File: src/verilog/core_pkg.sv
/*
 * Shared definitions for the small integer core
 * Data, register, ID and immediate widths
 * Opcode enum and the instruction, issue and writeback packets
 */

package core_pkg;

    //////////////////////////////////////////////////
    // Widths
    localparam int DATA_W = 16;
    localparam int REG_COUNT = 8;
    localparam int REG_ADDR_W = 3;
    localparam int ID_W = 3;
    localparam int IMM_W = 8;

    //////////////////////////////////////////////////
    // Opcodes
    // All arithmetic wraps modulo 2^DATA_W
    typedef enum logic [2:0] {
        OP_ADD = 3'd0,
        OP_SUB = 3'd1,
        OP_AND = 3'd2,
        OP_OR  = 3'd3,
        OP_XOR = 3'd4,
        OP_LI  = 3'd5,
        OP_MUL = 3'd6
    } op_e;

    //////////////////////////////////////////////////
    // Packets
    // Instruction as offered by the outside world
    typedef struct packed {
        op_e                   op;
        logic [REG_ADDR_W-1:0] rd;
        logic [REG_ADDR_W-1:0] rs1;
        logic [REG_ADDR_W-1:0] rs2;
        logic [IMM_W-1:0]      imm;
    } instr_t;

    // Operands and tags sent to an execution unit
    typedef struct packed {
        logic [ID_W-1:0]       id;
        logic [REG_ADDR_W-1:0] rd;
        op_e                   op;
        logic [DATA_W-1:0]     a;
        logic [DATA_W-1:0]     b;
    } unit_issue_t;

    // One result on its way to the register file
    typedef struct packed {
        logic [ID_W-1:0]       id;
        logic [REG_ADDR_W-1:0] rd;
        logic [DATA_W-1:0]     data;
    } wb_packet_t;

endpackage

File: src/verilog/register_file.sv
/*
 * Register file
 * Eight data registers, two combinational read ports,
 * one write port fed by writeback
 */

module register_file (
    input  logic                            clk,
    input  logic                            rst_n,
    input  logic [core_pkg::REG_ADDR_W-1:0] rs1_addr,
    input  logic [core_pkg::REG_ADDR_W-1:0] rs2_addr,
    output logic [core_pkg::DATA_W-1:0]     rs1_data,
    output logic [core_pkg::DATA_W-1:0]     rs2_data,
    input  logic                            wb_valid,
    input  core_pkg::wb_packet_t            wb
);
    import core_pkg::*;

    logic [DATA_W-1:0] regs [REG_COUNT];

    // No bypass; a written value shows up the cycle after writeback
    assign rs1_data = regs[rs1_addr];
    assign rs2_data = regs[rs2_addr];

    always_ff @(posedge clk or negedge rst_n) begin
        if (!rst_n) begin
            for (int i = 0; i < REG_COUNT; i++) begin
                regs[i] <= '0;
            end
        end else if (wb_valid) begin
            regs[wb.rd] <= wb.data;
        end
    end

    //////////////////////////////////////////////////
    // Assertions
    known_write_addr : assert property (@(posedge clk) disable iff (!rst_n)
        wb_valid |-> !$isunknown(wb.rd));

endmodule

File: src/verilog/decode_issue.sv
/*
 * Decode and issue stage
 * Pending-register hazard check, operand read, ID tagging
 * and dispatch to the ALU or the multiplier
 */

module decode_issue (
    input  logic                            clk,
    input  logic                            rst_n,
    input  core_pkg::instr_t                instr,
    input  logic                            instr_valid,
    output logic                            instr_ready,
    output logic [core_pkg::REG_ADDR_W-1:0] rs1_addr,
    output logic [core_pkg::REG_ADDR_W-1:0] rs2_addr,
    input  logic [core_pkg::DATA_W-1:0]     rs1_data,
    input  logic [core_pkg::DATA_W-1:0]     rs2_data,
    input  logic                            mul_busy,
    output logic                            alu_start,
    output logic                            mul_start,
    output core_pkg::unit_issue_t           alu_issue,
    output core_pkg::unit_issue_t           mul_issue,
    input  logic                            wb_valid,
    input  core_pkg::wb_packet_t            wb
);
    import core_pkg::*;

    logic [REG_COUNT-1:0] pending;
    logic [ID_W-1:0]      next_id;
    logic                 is_mul;
    logic                 uses_rs;
    logic                 src_hazard;
    logic                 dst_hazard;
    logic                 accept;
    unit_issue_t          issue_pkt;
    unit_issue_t          issue_q;

    //////////////////////////////////////////////////
    // Hazards and ready
    assign rs1_addr = instr.rs1;
    assign rs2_addr = instr.rs2;

    assign is_mul = (instr.op == OP_MUL);
    // LI has no register sources
    assign uses_rs = (instr.op != OP_LI);

    assign src_hazard = uses_rs && (pending[instr.rs1] || pending[instr.rs2]);
    assign dst_hazard = pending[instr.rd];

    assign instr_ready = !src_hazard && !dst_hazard && !(is_mul && mul_busy);
    assign accept = instr_valid && instr_ready;

    //////////////////////////////////////////////////
    // Issue packet
    always_comb begin
        issue_pkt.id = next_id;
        issue_pkt.rd = instr.rd;
        issue_pkt.op = instr.op;
        issue_pkt.a = rs1_data;
        issue_pkt.b = (instr.op == OP_LI) ? DATA_W'(instr.imm) : rs2_data;
    end

    // Units latch operands on their own start, so one register serves both
    always_ff @(posedge clk) begin
        if (accept) begin
            issue_q <= issue_pkt;
        end
    end

    assign alu_issue = issue_q;
    assign mul_issue = issue_q;

    always_ff @(posedge clk or negedge rst_n) begin
        if (!rst_n) begin
            alu_start <= 1'b0;
            mul_start <= 1'b0;
            next_id <= '0;
        end else begin
            alu_start <= accept && !is_mul;
            mul_start <= accept && is_mul;
            if (accept) begin
                next_id <= next_id + 1'b1;
            end
        end
    end

    //////////////////////////////////////////////////
    // Pending destinations
    // Writeback clears, issue sets; the rd check keeps them apart
    always_ff @(posedge clk or negedge rst_n) begin
        if (!rst_n) begin
            pending <= '0;
        end else begin
            if (wb_valid) begin
                pending[wb.rd] <= 1'b0;
            end
            if (accept) begin
                pending[instr.rd] <= 1'b1;
            end
        end
    end

    //////////////////////////////////////////////////
    // Assertions
    one_unit_started : assert property (@(posedge clk) disable iff (!rst_n)
        !(alu_start && mul_start));

    // Every result retires a register that was issued and still in flight
    wb_was_pending : assert property (@(posedge clk) disable iff (!rst_n)
        wb_valid |-> pending[wb.rd]);

endmodule

File: src/verilog/alu_unit.sv
/*
 * Single-cycle ALU
 * Add, subtract, logic ops and load-immediate,
 * result registered together with its ID and destination
 */

module alu_unit (
    input  logic                  clk,
    input  logic                  rst_n,
    input  logic                  alu_start,
    input  core_pkg::unit_issue_t alu_issue,
    output logic                  alu_done,
    output core_pkg::wb_packet_t  alu_result
);
    import core_pkg::*;

    logic [DATA_W-1:0] result;

    always_comb begin
        case (alu_issue.op)
            OP_ADD: result = alu_issue.a + alu_issue.b;
            OP_SUB: result = alu_issue.a - alu_issue.b;
            OP_AND: result = alu_issue.a & alu_issue.b;
            OP_OR:  result = alu_issue.a | alu_issue.b;
            OP_XOR: result = alu_issue.a ^ alu_issue.b;
            // Immediate already zero-extended into b
            OP_LI:  result = alu_issue.b;
            default: result = '0;
        endcase
    end

    always_ff @(posedge clk) begin
        if (alu_start) begin
            alu_result.id <= alu_issue.id;
            alu_result.rd <= alu_issue.rd;
            alu_result.data <= result;
        end
    end

    always_ff @(posedge clk or negedge rst_n) begin
        if (!rst_n) begin
            alu_done <= 1'b0;
        end else begin
            alu_done <= alu_start;
        end
    end

endmodule

File: src/verilog/mul_unit.sv
/*
 * Iterative shift-add multiplier
 * One partial product per cycle for MUL_STEPS cycles,
 * result held with done until the queue acknowledges it
 */

module mul_unit #(
    parameter int MUL_STEPS = core_pkg::DATA_W
) (
    input  logic                  clk,
    input  logic                  rst_n,
    input  logic                  mul_start,
    input  core_pkg::unit_issue_t mul_issue,
    output logic                  mul_busy,
    output logic                  mul_done,
    output core_pkg::wb_packet_t  mul_result,
    input  logic                  mul_ack
);
    import core_pkg::*;

    localparam int CNT_W = (MUL_STEPS > 1) ? $clog2(MUL_STEPS) : 1;

    typedef enum logic [1:0] {
        IDLE,
        COMPUTE,
        DONE
    } state_e;

    state_e            state;
    logic [CNT_W-1:0]  step;
    logic [DATA_W-1:0] mcand;
    logic [DATA_W-1:0] mplier;
    logic [DATA_W-1:0] acc;
    logic [ID_W-1:0]   id_q;
    logic [REG_ADDR_W-1:0] rd_q;

    // Busy from the start cycle so issue cannot slip a second MUL in
    assign mul_busy = mul_start || (state != IDLE);
    assign mul_done = (state == DONE);

    assign mul_result.id = id_q;
    assign mul_result.rd = rd_q;
    assign mul_result.data = acc;

    //////////////////////////////////////////////////
    // Control
    always_ff @(posedge clk or negedge rst_n) begin
        if (!rst_n) begin
            state <= IDLE;
            step <= '0;
        end else begin
            case (state)
                IDLE: begin
                    if (mul_start) begin
                        state <= COMPUTE;
                        step <= '0;
                    end
                end
                COMPUTE: begin
                    step <= step + 1'b1;
                    if (step == CNT_W'(MUL_STEPS - 1)) begin
                        state <= DONE;
                    end
                end
                DONE: begin
                    if (mul_ack) begin
                        state <= IDLE;
                    end
                end
                default: state <= IDLE;
            endcase
        end
    end

    //////////////////////////////////////////////////
    // Datapath
    always_ff @(posedge clk) begin
        if (state == IDLE && mul_start) begin
            mcand <= mul_issue.a;
            mplier <= mul_issue.b;
            acc <= '0;
            id_q <= mul_issue.id;
            rd_q <= mul_issue.rd;
        end else if (state == COMPUTE) begin
            if (mplier[0]) begin
                acc <= acc + mcand;
            end
            mcand <= mcand << 1;
            mplier <= mplier >> 1;
        end
    end

    //////////////////////////////////////////////////
    // Assertions
    no_start_while_busy : assert property (@(posedge clk) disable iff (!rst_n)
        mul_start |-> state == IDLE);

endmodule

File: src/verilog/result_queue.sv
/*
 * Multiplier result queue
 * Circular FIFO of writeback packets, filled by the multiplier
 * and drained by writeback in cycles the ALU leaves free
 */

module result_queue #(
    parameter int QUEUE_DEPTH = 4
) (
    input  logic                 clk,
    input  logic                 rst_n,
    input  logic                 mul_done,
    input  core_pkg::wb_packet_t mul_result,
    output logic                 mul_ack,
    output logic                 head_valid,
    output core_pkg::wb_packet_t head,
    input  logic                 pop
);
    import core_pkg::*;

    localparam int PTR_W = (QUEUE_DEPTH > 1) ? $clog2(QUEUE_DEPTH) : 1;
    localparam int CNT_W = $clog2(QUEUE_DEPTH + 1);

    wb_packet_t       mem [QUEUE_DEPTH];
    logic [PTR_W-1:0] wr_ptr;
    logic [PTR_W-1:0] rd_ptr;
    logic [CNT_W-1:0] count;
    logic             push;

    assign mul_ack = (count != CNT_W'(QUEUE_DEPTH));
    assign push = mul_done && mul_ack;
    assign head_valid = (count != '0);
    assign head = mem[rd_ptr];

    always_ff @(posedge clk) begin
        if (push) begin
            mem[wr_ptr] <= mul_result;
        end
    end

    // Pointers wrap at QUEUE_DEPTH, which need not be a power of two
    always_ff @(posedge clk or negedge rst_n) begin
        if (!rst_n) begin
            wr_ptr <= '0;
            rd_ptr <= '0;
            count <= '0;
        end else begin
            if (push) begin
                wr_ptr <= (wr_ptr == PTR_W'(QUEUE_DEPTH - 1)) ? '0 : wr_ptr + 1'b1;
            end
            if (pop) begin
                rd_ptr <= (rd_ptr == PTR_W'(QUEUE_DEPTH - 1)) ? '0 : rd_ptr + 1'b1;
            end
            case ({push, pop})
                2'b10: count <= count + 1'b1;
                2'b01: count <= count - 1'b1;
                default: count <= count;
            endcase
        end
    end

    //////////////////////////////////////////////////
    // Assertions
    no_pop_when_empty : assert property (@(posedge clk) disable iff (!rst_n)
        pop |-> head_valid);

endmodule

File: src/verilog/writeback.sv
/*
 * Writeback select
 * ALU result first since it cannot stall, queued multiplier
 * results in the remaining cycles
 */

module writeback (
    input  logic                 alu_done,
    input  core_pkg::wb_packet_t alu_result,
    input  logic                 head_valid,
    input  core_pkg::wb_packet_t head,
    output logic                 pop,
    output logic                 wb_valid,
    output core_pkg::wb_packet_t wb
);

    //////////////////////////////////////////////////
    // Fixed priority
    assign pop = head_valid && !alu_done;
    assign wb_valid = alu_done || head_valid;
    assign wb = alu_done ? alu_result : head;

endmodule

File: src/verilog/small_core.sv
/*
 * Top level of the small in-order integer core
 * Decode/issue, register file, ALU, multiplier,
 * result queue and writeback
 */

module small_core #(
    parameter int QUEUE_DEPTH = 4,
    parameter int MUL_STEPS = core_pkg::DATA_W
) (
    input  logic                 clk,
    input  logic                 rst_n,
    input  core_pkg::instr_t     instr,
    input  logic                 instr_valid,
    output logic                 instr_ready,
    output logic                 wb_valid,
    output core_pkg::wb_packet_t wb
);
    import core_pkg::*;

    logic [REG_ADDR_W-1:0] rs1_addr;
    logic [REG_ADDR_W-1:0] rs2_addr;
    logic [DATA_W-1:0]     rs1_data;
    logic [DATA_W-1:0]     rs2_data;

    logic        alu_start;
    logic        mul_start;
    logic        mul_busy;
    unit_issue_t alu_issue;
    unit_issue_t mul_issue;

    logic       alu_done;
    wb_packet_t alu_result;
    logic       mul_done;
    logic       mul_ack;
    wb_packet_t mul_result;
    logic       head_valid;
    wb_packet_t head;
    logic       pop;

    //////////////////////////////////////////////////
    // Issue and operands
    decode_issue decode_issue_inst (
        .clk         (clk),
        .rst_n       (rst_n),
        .instr       (instr),
        .instr_valid (instr_valid),
        .instr_ready (instr_ready),
        .rs1_addr    (rs1_addr),
        .rs2_addr    (rs2_addr),
        .rs1_data    (rs1_data),
        .rs2_data    (rs2_data),
        .mul_busy    (mul_busy),
        .alu_start   (alu_start),
        .mul_start   (mul_start),
        .alu_issue   (alu_issue),
        .mul_issue   (mul_issue),
        .wb_valid    (wb_valid),
        .wb          (wb)
    );

    register_file register_file_inst (
        .clk      (clk),
        .rst_n    (rst_n),
        .rs1_addr (rs1_addr),
        .rs2_addr (rs2_addr),
        .rs1_data (rs1_data),
        .rs2_data (rs2_data),
        .wb_valid (wb_valid),
        .wb       (wb)
    );

    //////////////////////////////////////////////////
    // Execution units
    alu_unit alu_unit_inst (
        .clk        (clk),
        .rst_n      (rst_n),
        .alu_start  (alu_start),
        .alu_issue  (alu_issue),
        .alu_done   (alu_done),
        .alu_result (alu_result)
    );

    mul_unit #(
        .MUL_STEPS (MUL_STEPS)
    ) mul_unit_inst (
        .clk        (clk),
        .rst_n      (rst_n),
        .mul_start  (mul_start),
        .mul_issue  (mul_issue),
        .mul_busy   (mul_busy),
        .mul_done   (mul_done),
        .mul_result (mul_result),
        .mul_ack    (mul_ack)
    );

    //////////////////////////////////////////////////
    // Result buffering and writeback
    result_queue #(
        .QUEUE_DEPTH (QUEUE_DEPTH)
    ) result_queue_inst (
        .clk        (clk),
        .rst_n      (rst_n),
        .mul_done   (mul_done),
        .mul_result (mul_result),
        .mul_ack    (mul_ack),
        .head_valid (head_valid),
        .head       (head),
        .pop        (pop)
    );

    writeback writeback_inst (
        .alu_done   (alu_done),
        .alu_result (alu_result),
        .head_valid (head_valid),
        .head       (head),
        .pop        (pop),
        .wb_valid   (wb_valid),
        .wb         (wb)
    );

endmodule

File: config.mk
export PLATFORM = sky130hd
export DESIGN_NAME = small_core
export DESIGN_NICKNAME = d
export VERILOG_FILES = /design/src/verilog/core_pkg.sv /design/src/verilog/register_file.sv /design/src/verilog/decode_issue.sv /design/src/verilog/alu_unit.sv /design/src/verilog/mul_unit.sv /design/src/verilog/result_queue.sv /design/src/verilog/writeback.sv /design/src/verilog/small_core.sv
export SDC_FILE = /design/constraint.sdc
export NUM_CORES = 1
export LEC_CHECK = 0
export BUFFER_PORTS_ARGS = -buffer_cell sky130_fd_sc_hd__buf_2
export CORE_UTILIZATION = 55
export CTS_CLUSTER_SIZE = 8
export DETAILED_ROUTE_END_ITERATION = 8
export PLACE_DENSITY = 0.72
export SETUP_SLACK_MARGIN = 0.4
export SYNTH_ARGS = -nofsm -noshare
export SYNTH_HDL_FRONTEND = slang
export SYNTH_SLANG_ARGS = --single-unit
File: constraint.sdc
create_clock -name clk -period 9.3 [get_ports clk]
set_clock_uncertainty 0.1 [all_clocks]
set_input_delay 1.395 -clock clk [delete_from_list [all_inputs] [get_ports clk]]
set_output_delay 1.395 -clock clk [all_outputs]
set_load 0.01 [all_outputs]
==> results of run 1 <==
==> worst paths after layout <==
check	start	to	cells after the start
worst min-delay path	decode_issue_inst.alu_issue[37]	alu_unit_inst.alu_result[18]	0
worst min register to register	decode_issue_inst.alu_issue[37]	alu_unit_inst.alu_result[18]	0
max in group asynchronous	rst_n	mul_unit_inst.step[2]	2
worst max-delay path	result_queue_inst.rd_ptr[0]	wb[15]	5
min in group asynchronous	rst_n	register_file_inst.regs[38]	1
worst max register to register	decode_issue_inst.alu_issue[33]	alu_unit_inst.alu_result[11]	11
==> final cells by class <==
cell class	count	area, sq um	share of cell area, %
inverter	78	293	1.44
multi-input combinational	974	7690	37.8
tap	442	553	2.72
clock inverter	4	73.8	0.363
clock buffer	84	1410	6.94
antenna	1	2.50	0.0123
sequential	360	9870	48.6
timing repair buffer	70	417	2.05
==> cells in the final DEF (no fill, tap or decap), types with 9 or more instances in the layout <==
cell / Yosys / layout
mux2i_1: 46 / 46
buf_2: 18 / 45
ha_1: 71 / 71
clkbuf_16: 0 / 51
o21ai_0: 124 / 124
o22ai_1: 9 / 9
dfxtp_1: 16 / 16
o21a_1: 10 / 10
inv_1: 77 / 77
a21oi_1: 105 / 105
mux2_2: 25 / 25
edfxtp_1: 189 / 189
nand2_1: 152 / 151
a21oi_2: 13 / 13
mux4_2: 92 / 92
nor2_1: 132 / 130
clkbuf_1: 47 / 32
buf_4: 3 / 24
xnor2_1: 28 / 28
nor3_1: 14 / 14
dfrtp_1: 155 / 155
nand3_1: 13 / 13
==> power groups by stage <==
stage	combinational (W)	clock, W	sequential [W]
global placement	0.00305	0	0.00285
floorplan	0.00242	0	0.00267
detailed placement	0.00315	0	0.00289
finish	0.00320	0.00172	0.00288
global route	0.00352	0.00181	0.00295
CTS	0.00318	0.00174	0.00287
==> cell usage after synthesis (all sizes together), types with 3 or more instances <==
cell      n  area (sq um)
a31oi     6          37.5
o31ai     5          37.5
xnor2    28           245
a21oi   118           639
o21a     10          75.1
dfrtp   155          3880
a32o      4          40.0
clkbuf   47           176
o22ai     9          56.3
and2      7          43.8
a22oi     3          22.5
buf      36           244
or3       4          25.0
o211ai    6          45.0
a21o      6          45.0
o221ai    7          61.3
nand3    13          65.1
ha       71           888
mux2     27           312
mux4     92          2070
a31o      3          26.3
dfxtp    16           320
nand4     6          37.5
xor2      5          43.8
o21ai   124           621
nor4      4          25.0
nand2b    6          37.5
nor2b    13           106
edfxtp  189          5680
nor3     15          86.3
nor2    135           514
a211oi    8          60.1
mux2i    46           460
nand2   153           577
fa        3          60.1
a221oi    4          35.0
inv      78           293
==> worst register-to-register path, stage by stage, from the launching register on <==
cell      delay [ns]
edfxtp_1        0.65
or2_2           0.49
nor2_1          0.52
nor2_1          0.14
xnor2_1         0.16
ha_1            0.33
o21ai_0         0.41
nor2_1          0.13
a21oi_1         0.41
a21oi_1         0.16
or3_1           0.33
a31o_2          0.24
==> cells by family after synthesis <==
group | synth area share, %
muxes | 15.6
buffers and inverters | 3.90
adders and majority gates | 5.19
AOI/OAI and AO/OA | 10.8
and+or+nand+nor | 8.85
xor gates and xnor gates | 1.58
DFF | 54.1
==> stage by stage <==
step | hold slack (ns) | total power, W | std cells
global route | 0.372 | 0.00828 | 2012
CTS | 0.354 | 0.00778 | 2012
detailed placement | 0.345 | 0.00604 | 1924
floorplan | 0.321 | 0.00509 | 1495
global placement | 0.338 | 0.00590 | 1924
finish | 0.352 | 0.00780 | 2013
==> routing by layer <==
| metal | vias up | wire length (um) | GRT usage, % | part of all wire (%) |
|---|---|---|---|---|
| met5 | - | 0 | 0 | 0 |
| met4 | 0 | 988 | 7.70 | 2.2 |
| met3 | 81 | 3760 | 5.00 | 8.3 |
| met2 | 515 | 21500 | 44.1 | 47 |
| met1 | 6158 | 19100 | 39.0 | 42 |
| li1 | 5578 | - | - | - |
==> registers in the layout, indices dropped and copies added, names as in the netlist <==
register	flops
register_file_inst.regs	128
result_queue_inst.mem	88
decode_issue_inst.alu_issue	41
alu_unit_inst.alu_result	22
mul_unit_inst.acc	16
mul_unit_inst.mcand	16
mul_unit_inst.mplier	16
decode_issue_inst.pending	8
mul_unit_inst.step	4
decode_issue_inst.next_id	3
mul_unit_inst.id_q	3
mul_unit_inst.rd_q	3
result_queue_inst.count	3
mul_unit_inst.state	2
result_queue_inst.rd_ptr	2
result_queue_inst.wr_ptr	2
alu_unit_inst.alu_done	1
decode_issue_inst.alu_start	1
decode_issue_inst.mul_start	1
==> flow_summary_export.csv, run 1 <==
group,metric,value,unit
sta,worst_slack,4.38,ns
sta,timing.slew.headroom,19.8,%
global_route,overflow,0,
global_route,grt_pass1_wl,69.7,mm
layout,utilization,62.3,%
layout,fin_nets,1632,
route,via_per_inst,6.13,
critical_path,crit_type,"reg2out",
synth,yosysWarnings,0,
route,drtAntennaViolNets,0,
pwr,comb_power_share,41.1,%
clocking,clk_pin_slew_worst_paths,0.05,ns
route,drt-total-wl,45.4,mm
floorplanning,num_rows,66,
layout,drive_gt1_share,17.7,%
place,place_congestion,0.934,
clocking,post_cts_buffers,0,
critical_path,crit_family,"multiplexers",
floorplanning,start_util,56.0,%
critical_path,startpoint_type,"register",
floorplanning,die_area,33900,sq um
clocking,cts.sinks,360,
pwr,switching_share,39.2,%
route,route.detailed.drc,0,
critical_path,path_cells,"buf_4 > mux4_2 > mux2i_1 > inv_1 > buf_2",
synth,syn_area,18300,sq um
outcome,status,"completed",
global_route,grt_pass1_vias,12100,
synth,ys_ff_latch,360,
sta,finalHoldViolCount,0,
critical_path,worst_path_largest_cell_delay,0.74,ns
pwr,p_clk_share,22.1,%
synth,synthArstFlopShare,43.1,%
floorplanning,coreArea,32600,sq um
sta,tns,0,ns
pwr,p_switching,0.00306,W
place,io_buffers,46,
min_path,min_path_type,"reg2reg",
synth,synth_edf_count,189,
sta,period_needed,4.92,ns
floorplanning,die_h,184,um
route,firstDrtPassIters,5,
synth,netlist_instances,1495,
route,first_iter_violations,1186,
sta,min_period_over_period,52.9,%
layout,synthToLayoutAreaGrowth,11.2,%
sta,rsz0062_at_grt,"no",
critical_path,cp.required,7.81,ns
sta,drv_slew,0,
critical_path,crit_buf_inv,3,
global_route,track_usage,27.6,%
clocking,cts_resized,0,
place,place_ws,4.59,ns
route,routedWlPerCell,22.5,um
pwr,seqPwrFrac,36.9,%
pwr,power_density,384,nW/um^2
critical_path,crit_path_max_fanout,16,
run,max_cap_violations,0,
synth,synth_fp_nets,1592,
clocking,holdBufCountCts,0,
global_route,antenna_found_initial,0,
pwr,p_int,0.00474,W
clocking,clkLatencyLatePin,0.57,ns
global_route,grt_max_degree,83,
critical_path,end_kind,"output port",
pwr,vdd.ir_drop.worst,0.179,mV
layout,n_fill_cell,2481,
sta,final-setup-viol-count,0,
sta,fmax,203,MHz
critical_path,cp_data_arrival_time,3.42,ns
clocking,htree_levels,2,
clocking,clock_path_buffers,3,
floorplanning,die_w,184,um
layout,fin_area,20300,sq um
synth,postSynthAreaPerCell,12.2,sq um
pwr,p_leak,8.02,nW
clocking,cts_tree,"yes",
critical_path,ff2ff_setup_slack,4.96,ns
place,postPlaceCellArea,18800,sq um
route,vias,12300,
synth,synth_cell_types,72,
synth,ys_seq_area_share,54.1,%
critical_path,slowest_stage,"mux2i_1",
clocking,numCtsBuffers,51,
clocking,cts-root-buf,"clkbuf_16",
synth,ys.flop_type,"edfxtp_1",
sta,tightestPinTransition,1.17,ns
place,place.detailed.hpwl,29.4,mm
floorplanning,ios,47,
Note: power is estimated with default switching activity, not from simulation.
==> run 2: changes to the inputs <==
==> constraint.sdc (replaced) <==
create_clock -name clk -period 4.7 [get_ports clk]
set_clock_uncertainty 0.1 [all_clocks]
set_input_delay 0.705 -clock clk [delete_from_list [all_inputs] [get_ports clk]]
set_output_delay 0.705 -clock clk [all_outputs]
set_load 0.01 [all_outputs]
==> flow_summary_export.csv, run 2 (synthesis gave the netlist of run 1 again) <==
group,metric,value,unit
outcome,status,"completed",
sta,finalHoldViolCount,0,
pwr,p_switching,0.00605,W
critical_path,crit_path_max_fanout,18,
global_route,grt_pass1_vias,12600,
route,vias,12400,
clocking,clk_pin_slew_worst_paths,0.05,ns
clocking,clkLatencyLatePin,0.57,ns
pwr,power_density,760,nW/um^2
place,placed_cells,1947,
sta,drv_slew,0,
critical_path,startpoint_type,"register",
critical_path,cp.required,4.87,ns
floorplanning,num_rows,66,
critical_path,r2r-start,"decode_issue_inst.alu_issue[33]",
layout,most-common-layout-cells,"189 x edfxtp_1, 155 x dfrtp_1, 151 x nand2_1, 130 x nor2_1, 124 x o21ai_0",
clocking,htree_levels,2,
pwr,finalPower,0.0156,W
sta,worst_slack,0.736,ns
clocking,cts.sinks,360,
layout,stdcell_count,2036,
clocking,clock_path_buffers,3,
sta,period_needed,3.96,ns
floorplanning,coreArea,32600,sq um
floorplanning,ios,47,
place,place.detailed.hpwl,30.7,mm
clocking,cts_resized,0,
route,route.detailed.drc,0,
layout,fin_nets,1655,
sta,rsz0062_at_grt,"no",
place,io_buffers,46,
layout,largest_reg_flops,128,
sta,tightestPinTransition,1.06,ns
global_route,grt_max_degree,92,
layout,drive_gt1_share,18.9,%
critical_path,reg2reg_depth,12,
global_route,track_usage,28.4,%
pwr,p_int,0.00953,W
route,via_per_inst,6.11,
sta,timing.slew.headroom,29.0,%
pwr,seqPwrFrac,36.2,%
clocking,cts-root-buf,"clkbuf_16",
sta,final-setup-viol-count,0,
layout,final_common_cell,"edfxtp_1",
pwr,p_clk_share,21.7,%
route,routedWlPerCell,22.5,um
critical_path,r2r-end,"alu_unit_inst.alu_result[14]",
floorplanning,die_h,184,um
sta,min_period_over_period,84.3,%
sta,tns,0,ns
global_route,overflow,0,
route,first_iter_violations,1095,
clocking,cts_tree,"yes",
min_path,min_path_type,"in2async",
clocking,post_cts_buffers,0,
route,drtAntennaViolNets,0,
layout,synthToLayoutAreaGrowth,12.3,%
place,place_congestion,0.923,
floorplanning,die_w,184,um
critical_path,ff2ff_setup_slack,0.74,ns
route,firstDrtPassIters,5,
global_route,grt_pass1_wl,71.9,mm
pwr,switching_share,38.8,%
place,place_ws,0.851,ns
pwr,vdd.ir_drop.worst,0.338,mV
floorplanning,die_area,33900,sq um
sta,fmax,252,MHz
pwr,comb_power_share,42.1,%
clocking,holdBufCountCts,0,
critical_path,crit_type,"reg2reg",
layout,top_register,"register_file_inst.regs",
critical_path,end_kind,"register",
route,drt-total-wl,45.9,mm
layout,utilization,62.9,%
run,max_cap_violations,0,
layout,antenna_cells,0,
clocking,numCtsBuffers,51,
pwr,p_leak,8.14,nW
floorplanning,start_util,56.0,%
critical_path,cp_data_arrival_time,4.13,ns
global_route,antenna_found_initial,1,
-- run 2: cell count changes in the layout (fill, tap and decap cells not counted), sizes merged --
cell	change
buf	+23
clkbuf	+2
clkinvlp	-1
diode	-1
-- run 2: layer usage --
metal	routed length (um)	global-route usage, %	vias up
li1	-	-	5619
met1	19500	39.0	6247
met2	21800	45.1	476
met3	2920	4.45	98
met4	1660	12.0	0
met5	0	0	-
-- run 2: layout make-up --
class | count | area (sq um)
Clock buffer | 86 | 1440
Tap cell | 442 | 553
Clock inverter | 3 | 47.5
Sequential cell | 360 | 9870
Multi-Input combinational cell | 974 | 7690
Fill cell | 2476 | 12100
Timing Repair Buffer | 93 | 614
Inverter | 78 | 293
-- run 2: metrics by stage --
stage	hold WS, ns	area [sq um]
6_report	0.113	20500
4_1_cts	0.170	20500
3_5_place_dp	0.339	19000
5_1_grt	0.198	20500
3_3_place_gp	0.326	19000
2_1_floorplan	0.309	18300
-- run 2: worst max-delay path by stage --
stage,start,end,cells after the start
3_5_place_dp,decode_issue_inst.alu_issue[33],alu_unit_inst.alu_result[14],12
2_1_floorplan,decode_issue_inst.alu_issue[33],alu_unit_inst.alu_result[11],13
6_report,decode_issue_inst.alu_issue[33],alu_unit_inst.alu_result[14],12
5_1_grt,decode_issue_inst.alu_issue[33],alu_unit_inst.alu_result[14],12
4_1_cts,decode_issue_inst.alu_issue[33],alu_unit_inst.alu_result[14],12
3_3_place_gp,decode_issue_inst.alu_issue[33],alu_unit_inst.alu_result[14],12
-- run 2: power groups by stage --
| stage | Clock [W] | Sequential [W] | Combinational, W |
|---|---|---|---|
| floorplan | 0 | 0.00529 | 0.00478 |
| global placement | 0 | 0.00557 | 0.00631 |
| detailed placement | 0 | 0.00566 | 0.00646 |
| CTS | 0.00342 | 0.00562 | 0.00653 |
| global route | 0.00356 | 0.00576 | 0.00725 |
| finish | 0.00338 | 0.00564 | 0.00656 |
-- run 2: worst max-delay path: stages, from the launching register on --
cell,delay (ns)
edfxtp_1,0.61
nor2_1,0.17
buf_4,0.19
nand2_1,0.25
nor2_1,0.18
a21oi_1,0.11
fa_1,0.48
a211oi_1,0.33
o21ai_0,0.18
a31oi_1,0.45
o311ai_0,0.28
xnor2_1,0.21
o221ai_1,0.15
==> run 3: changes to the inputs <==
--- a/config.mk
+++ b/config.mk
@@ -9,7 +9,7 @@
 export CORE_UTILIZATION = 55
 export CTS_CLUSTER_SIZE = 8
 export DETAILED_ROUTE_END_ITERATION = 8
-export PLACE_DENSITY = 0.72
+export PLACE_DENSITY = 0.74
 export SETUP_SLACK_MARGIN = 0.4
 export SYNTH_ARGS = -nofsm -noshare
 export SYNTH_HDL_FRONTEND = slang
==> constraint.sdc (replaced) <==
create_clock -name clk -period 3.35 [get_ports clk]
set_clock_uncertainty 0.1 [all_clocks]
set_input_delay 0.5025 -clock clk [delete_from_list [all_inputs] [get_ports clk]]
set_output_delay 0.5025 -clock clk [all_outputs]
set_load 0.01 [all_outputs]
==> flow_summary_export.csv, run 3 (synthesis gave the netlist of run 1 again) <==
group,metric,value,unit
sta,rsz0062_at_grt,"yes",
floorplanning,die_area,33900,sq um
layout,final_common_cell,"edfxtp_1",
layout,top_register,"register_file_inst.regs",
sta,timing.slew.headroom,55.0,%
global_route,track_usage,27.7,%
global_route,overflow,0,
sta,tightestPinTransition,0.676,ns
clocking,numCtsBuffers,50,
critical_path,crit_path_max_fanout,4,
sta,drv_slew,0,
layout,drive_gt1_share,24.2,%
floorplanning,ios,47,
place,place.detailed.hpwl,30.6,mm
pwr,seqPwrFrac,34.6,%
floorplanning,start_util,56.0,%
critical_path,cp.required,3.53,ns
pwr,p_clk_share,20.3,%
global_route,grt_pass1_wl,70.9,mm
layout,fin_nets,1704,
route,vias,12500,
layout,synthToLayoutAreaGrowth,16.1,%
clocking,htree_levels,2,
pwr,finalPower,0.0227,W
clocking,clkLatencyLatePin,0.56,ns
route,first_iter_violations,1020,
sta,min_period_over_period,90.2,%
route,route.detailed.drc,0,
pwr,comb_power_share,45.1,%
pwr,p_int,0.0139,W
sta,tns,0,ns
place,io_buffers,46,
layout,most-common-layout-cells,"189 x edfxtp_1, 153 x dfrtp_1, 150 x nand2_1, 123 x nor2_1, 118 x o21ai_0",
sta,period_needed,3.02,ns
place,place_congestion,0.940,
global_route,grt_max_degree,76,
route,firstDrtPassIters,6,
floorplanning,die_h,184,um
pwr,p_switching,0.00878,W
route,via_per_inst,6.00,
floorplanning,die_w,184,um
route,routedWlPerCell,21.7,um
min_path,min_path_type,"in2reg",
pwr,power_density,1070,nW/um^2
floorplanning,coreArea,32600,sq um
pwr,vdd.ir_drop.worst,0.587,mV
pwr,p_leak,8.43,nW
run,max_cap_violations,0,
sta,finalHoldViolCount,0,
clocking,cts.sinks,360,
route,drtAntennaViolNets,0,
outcome,status,"completed",
clocking,cts-root-buf,"clkbuf_16",
clocking,clock_path_buffers,3,
global_route,antenna_found_initial,0,
critical_path,crit_type,"reg2reg",
critical_path,startpoint_type,"register",
global_route,grt_pass1_vias,12600,
sta,final-setup-viol-count,0,
critical_path,end_kind,"register",
critical_path,cp_data_arrival_time,3.21,ns
clocking,clk_pin_slew_worst_paths,0.06,ns
layout,largest_reg_flops,128,
clocking,cts_tree,"yes",
sta,fmax,331,MHz
layout,antenna_cells,0,
pwr,switching_share,38.7,%
route,drt-total-wl,45.2,mm
floorplanning,num_rows,66,
## run 3: cell types whose count changed in the layout (fill, tap and decap cells not counted), sizes merged
cell	before	now
clkbuf	86	81
inv	79	80
clkinv	2	0
buf	93	142
dlygate4sd3	0	1
## run 3: what timing repair did
action                     in CTS  in global routing
hold buffers                    1                  0
buffers inserted               15                 15
gates resized for setup        37                 29
pin swaps                      20                 20
setup endpoints to repair      27                 14
hold endpoints to repair       55                  0
## run 3: path summary, 6_finish.rpt
path | start | endpoint | slack, ns | cells after the start
worst max register to register | decode_issue_inst.alu_issue[1] | alu_unit_inst.alu_result[15] | 0.33 | 12
min in group asynchronous | rst_n | register_file_inst.regs[12] | 0.39 | 2
max in group asynchronous | rst_n | result_queue_inst.rd_ptr[0] | 1.92 | 3
worst min register to register | decode_issue_inst.alu_issue[39] | alu_unit_inst.alu_result[20] | 0.34 | 0
worst max-delay path | decode_issue_inst.alu_issue[1] | alu_unit_inst.alu_result[15] | 0.33 | 12
worst min-delay path | instr[17] | decode_issue_inst.alu_issue[32] | 0.10 | 1
## run 3: power groups by stage
stage,registers [W],clock network (W),logic [W]
final,0.00784,0.00461,0.0102
after detailed placement,0.00787,0,0.00933
after CTS,0.00781,0.00467,0.00980
after floorplan,0.00743,0,0.00681
after global placement,0.00774,0,0.00911
after global routing,0.00801,0.00485,0.0112
## run 3: per-stage QoR
stage	setup WS, ns	std cells	hold slack (ns)	instance area, sq um	utilization (%)
floorplan	0.332	1495	0.107	18300	-
global placement	0.162	1966	0.325	19200	59.0
detailed placement	0.122	1966	0.339	19200	59.0
CTS	0.397	2065	0.0778	21000	64.3
global route	0.234	2080	0.0805	21200	65.0
finish	0.327	2080	0.104	21200	65.0
## run 3: area by class of cell
| type | count | area, sq um |
|---|---|---|
| fill | 2382 | 11400 |
| multi-input combinational | 974 | 8030 |
| timing repair buffer | 143 | 1030 |
| sequential | 360 | 9880 |
| clock buffer | 81 | 1390 |
| tap | 442 | 553 |
| inverter | 78 | 293 |
| clock inverter | 2 | 28.8 |
## run 3: worst max-delay path, stage by stage, from the launching register on
cell and delay [ns]:
edfxtp_1 0.45, buf_6 0.16, nor3_4 0.20, and2_4 0.19, a31oi_2 0.09, xnor2_1 0.15
ha_1 0.34, a21o_1 0.22, a21oi_4 0.20, nor4b_4 0.26, a21oi_2 0.09, xnor2_1 0.18
o221ai_1 0.12
## run 3: per-layer routing
layer / wire length (um) / global-route usage, % / up-vias
met2: 22200 / 46.7 / 389
met4: 921 / 7.93 / 0
li1: - / - / 5742
met5: 0 / 0 / -
met1: 19500 / 37.9 / 6267
met3: 2580 / 3.54 / 74
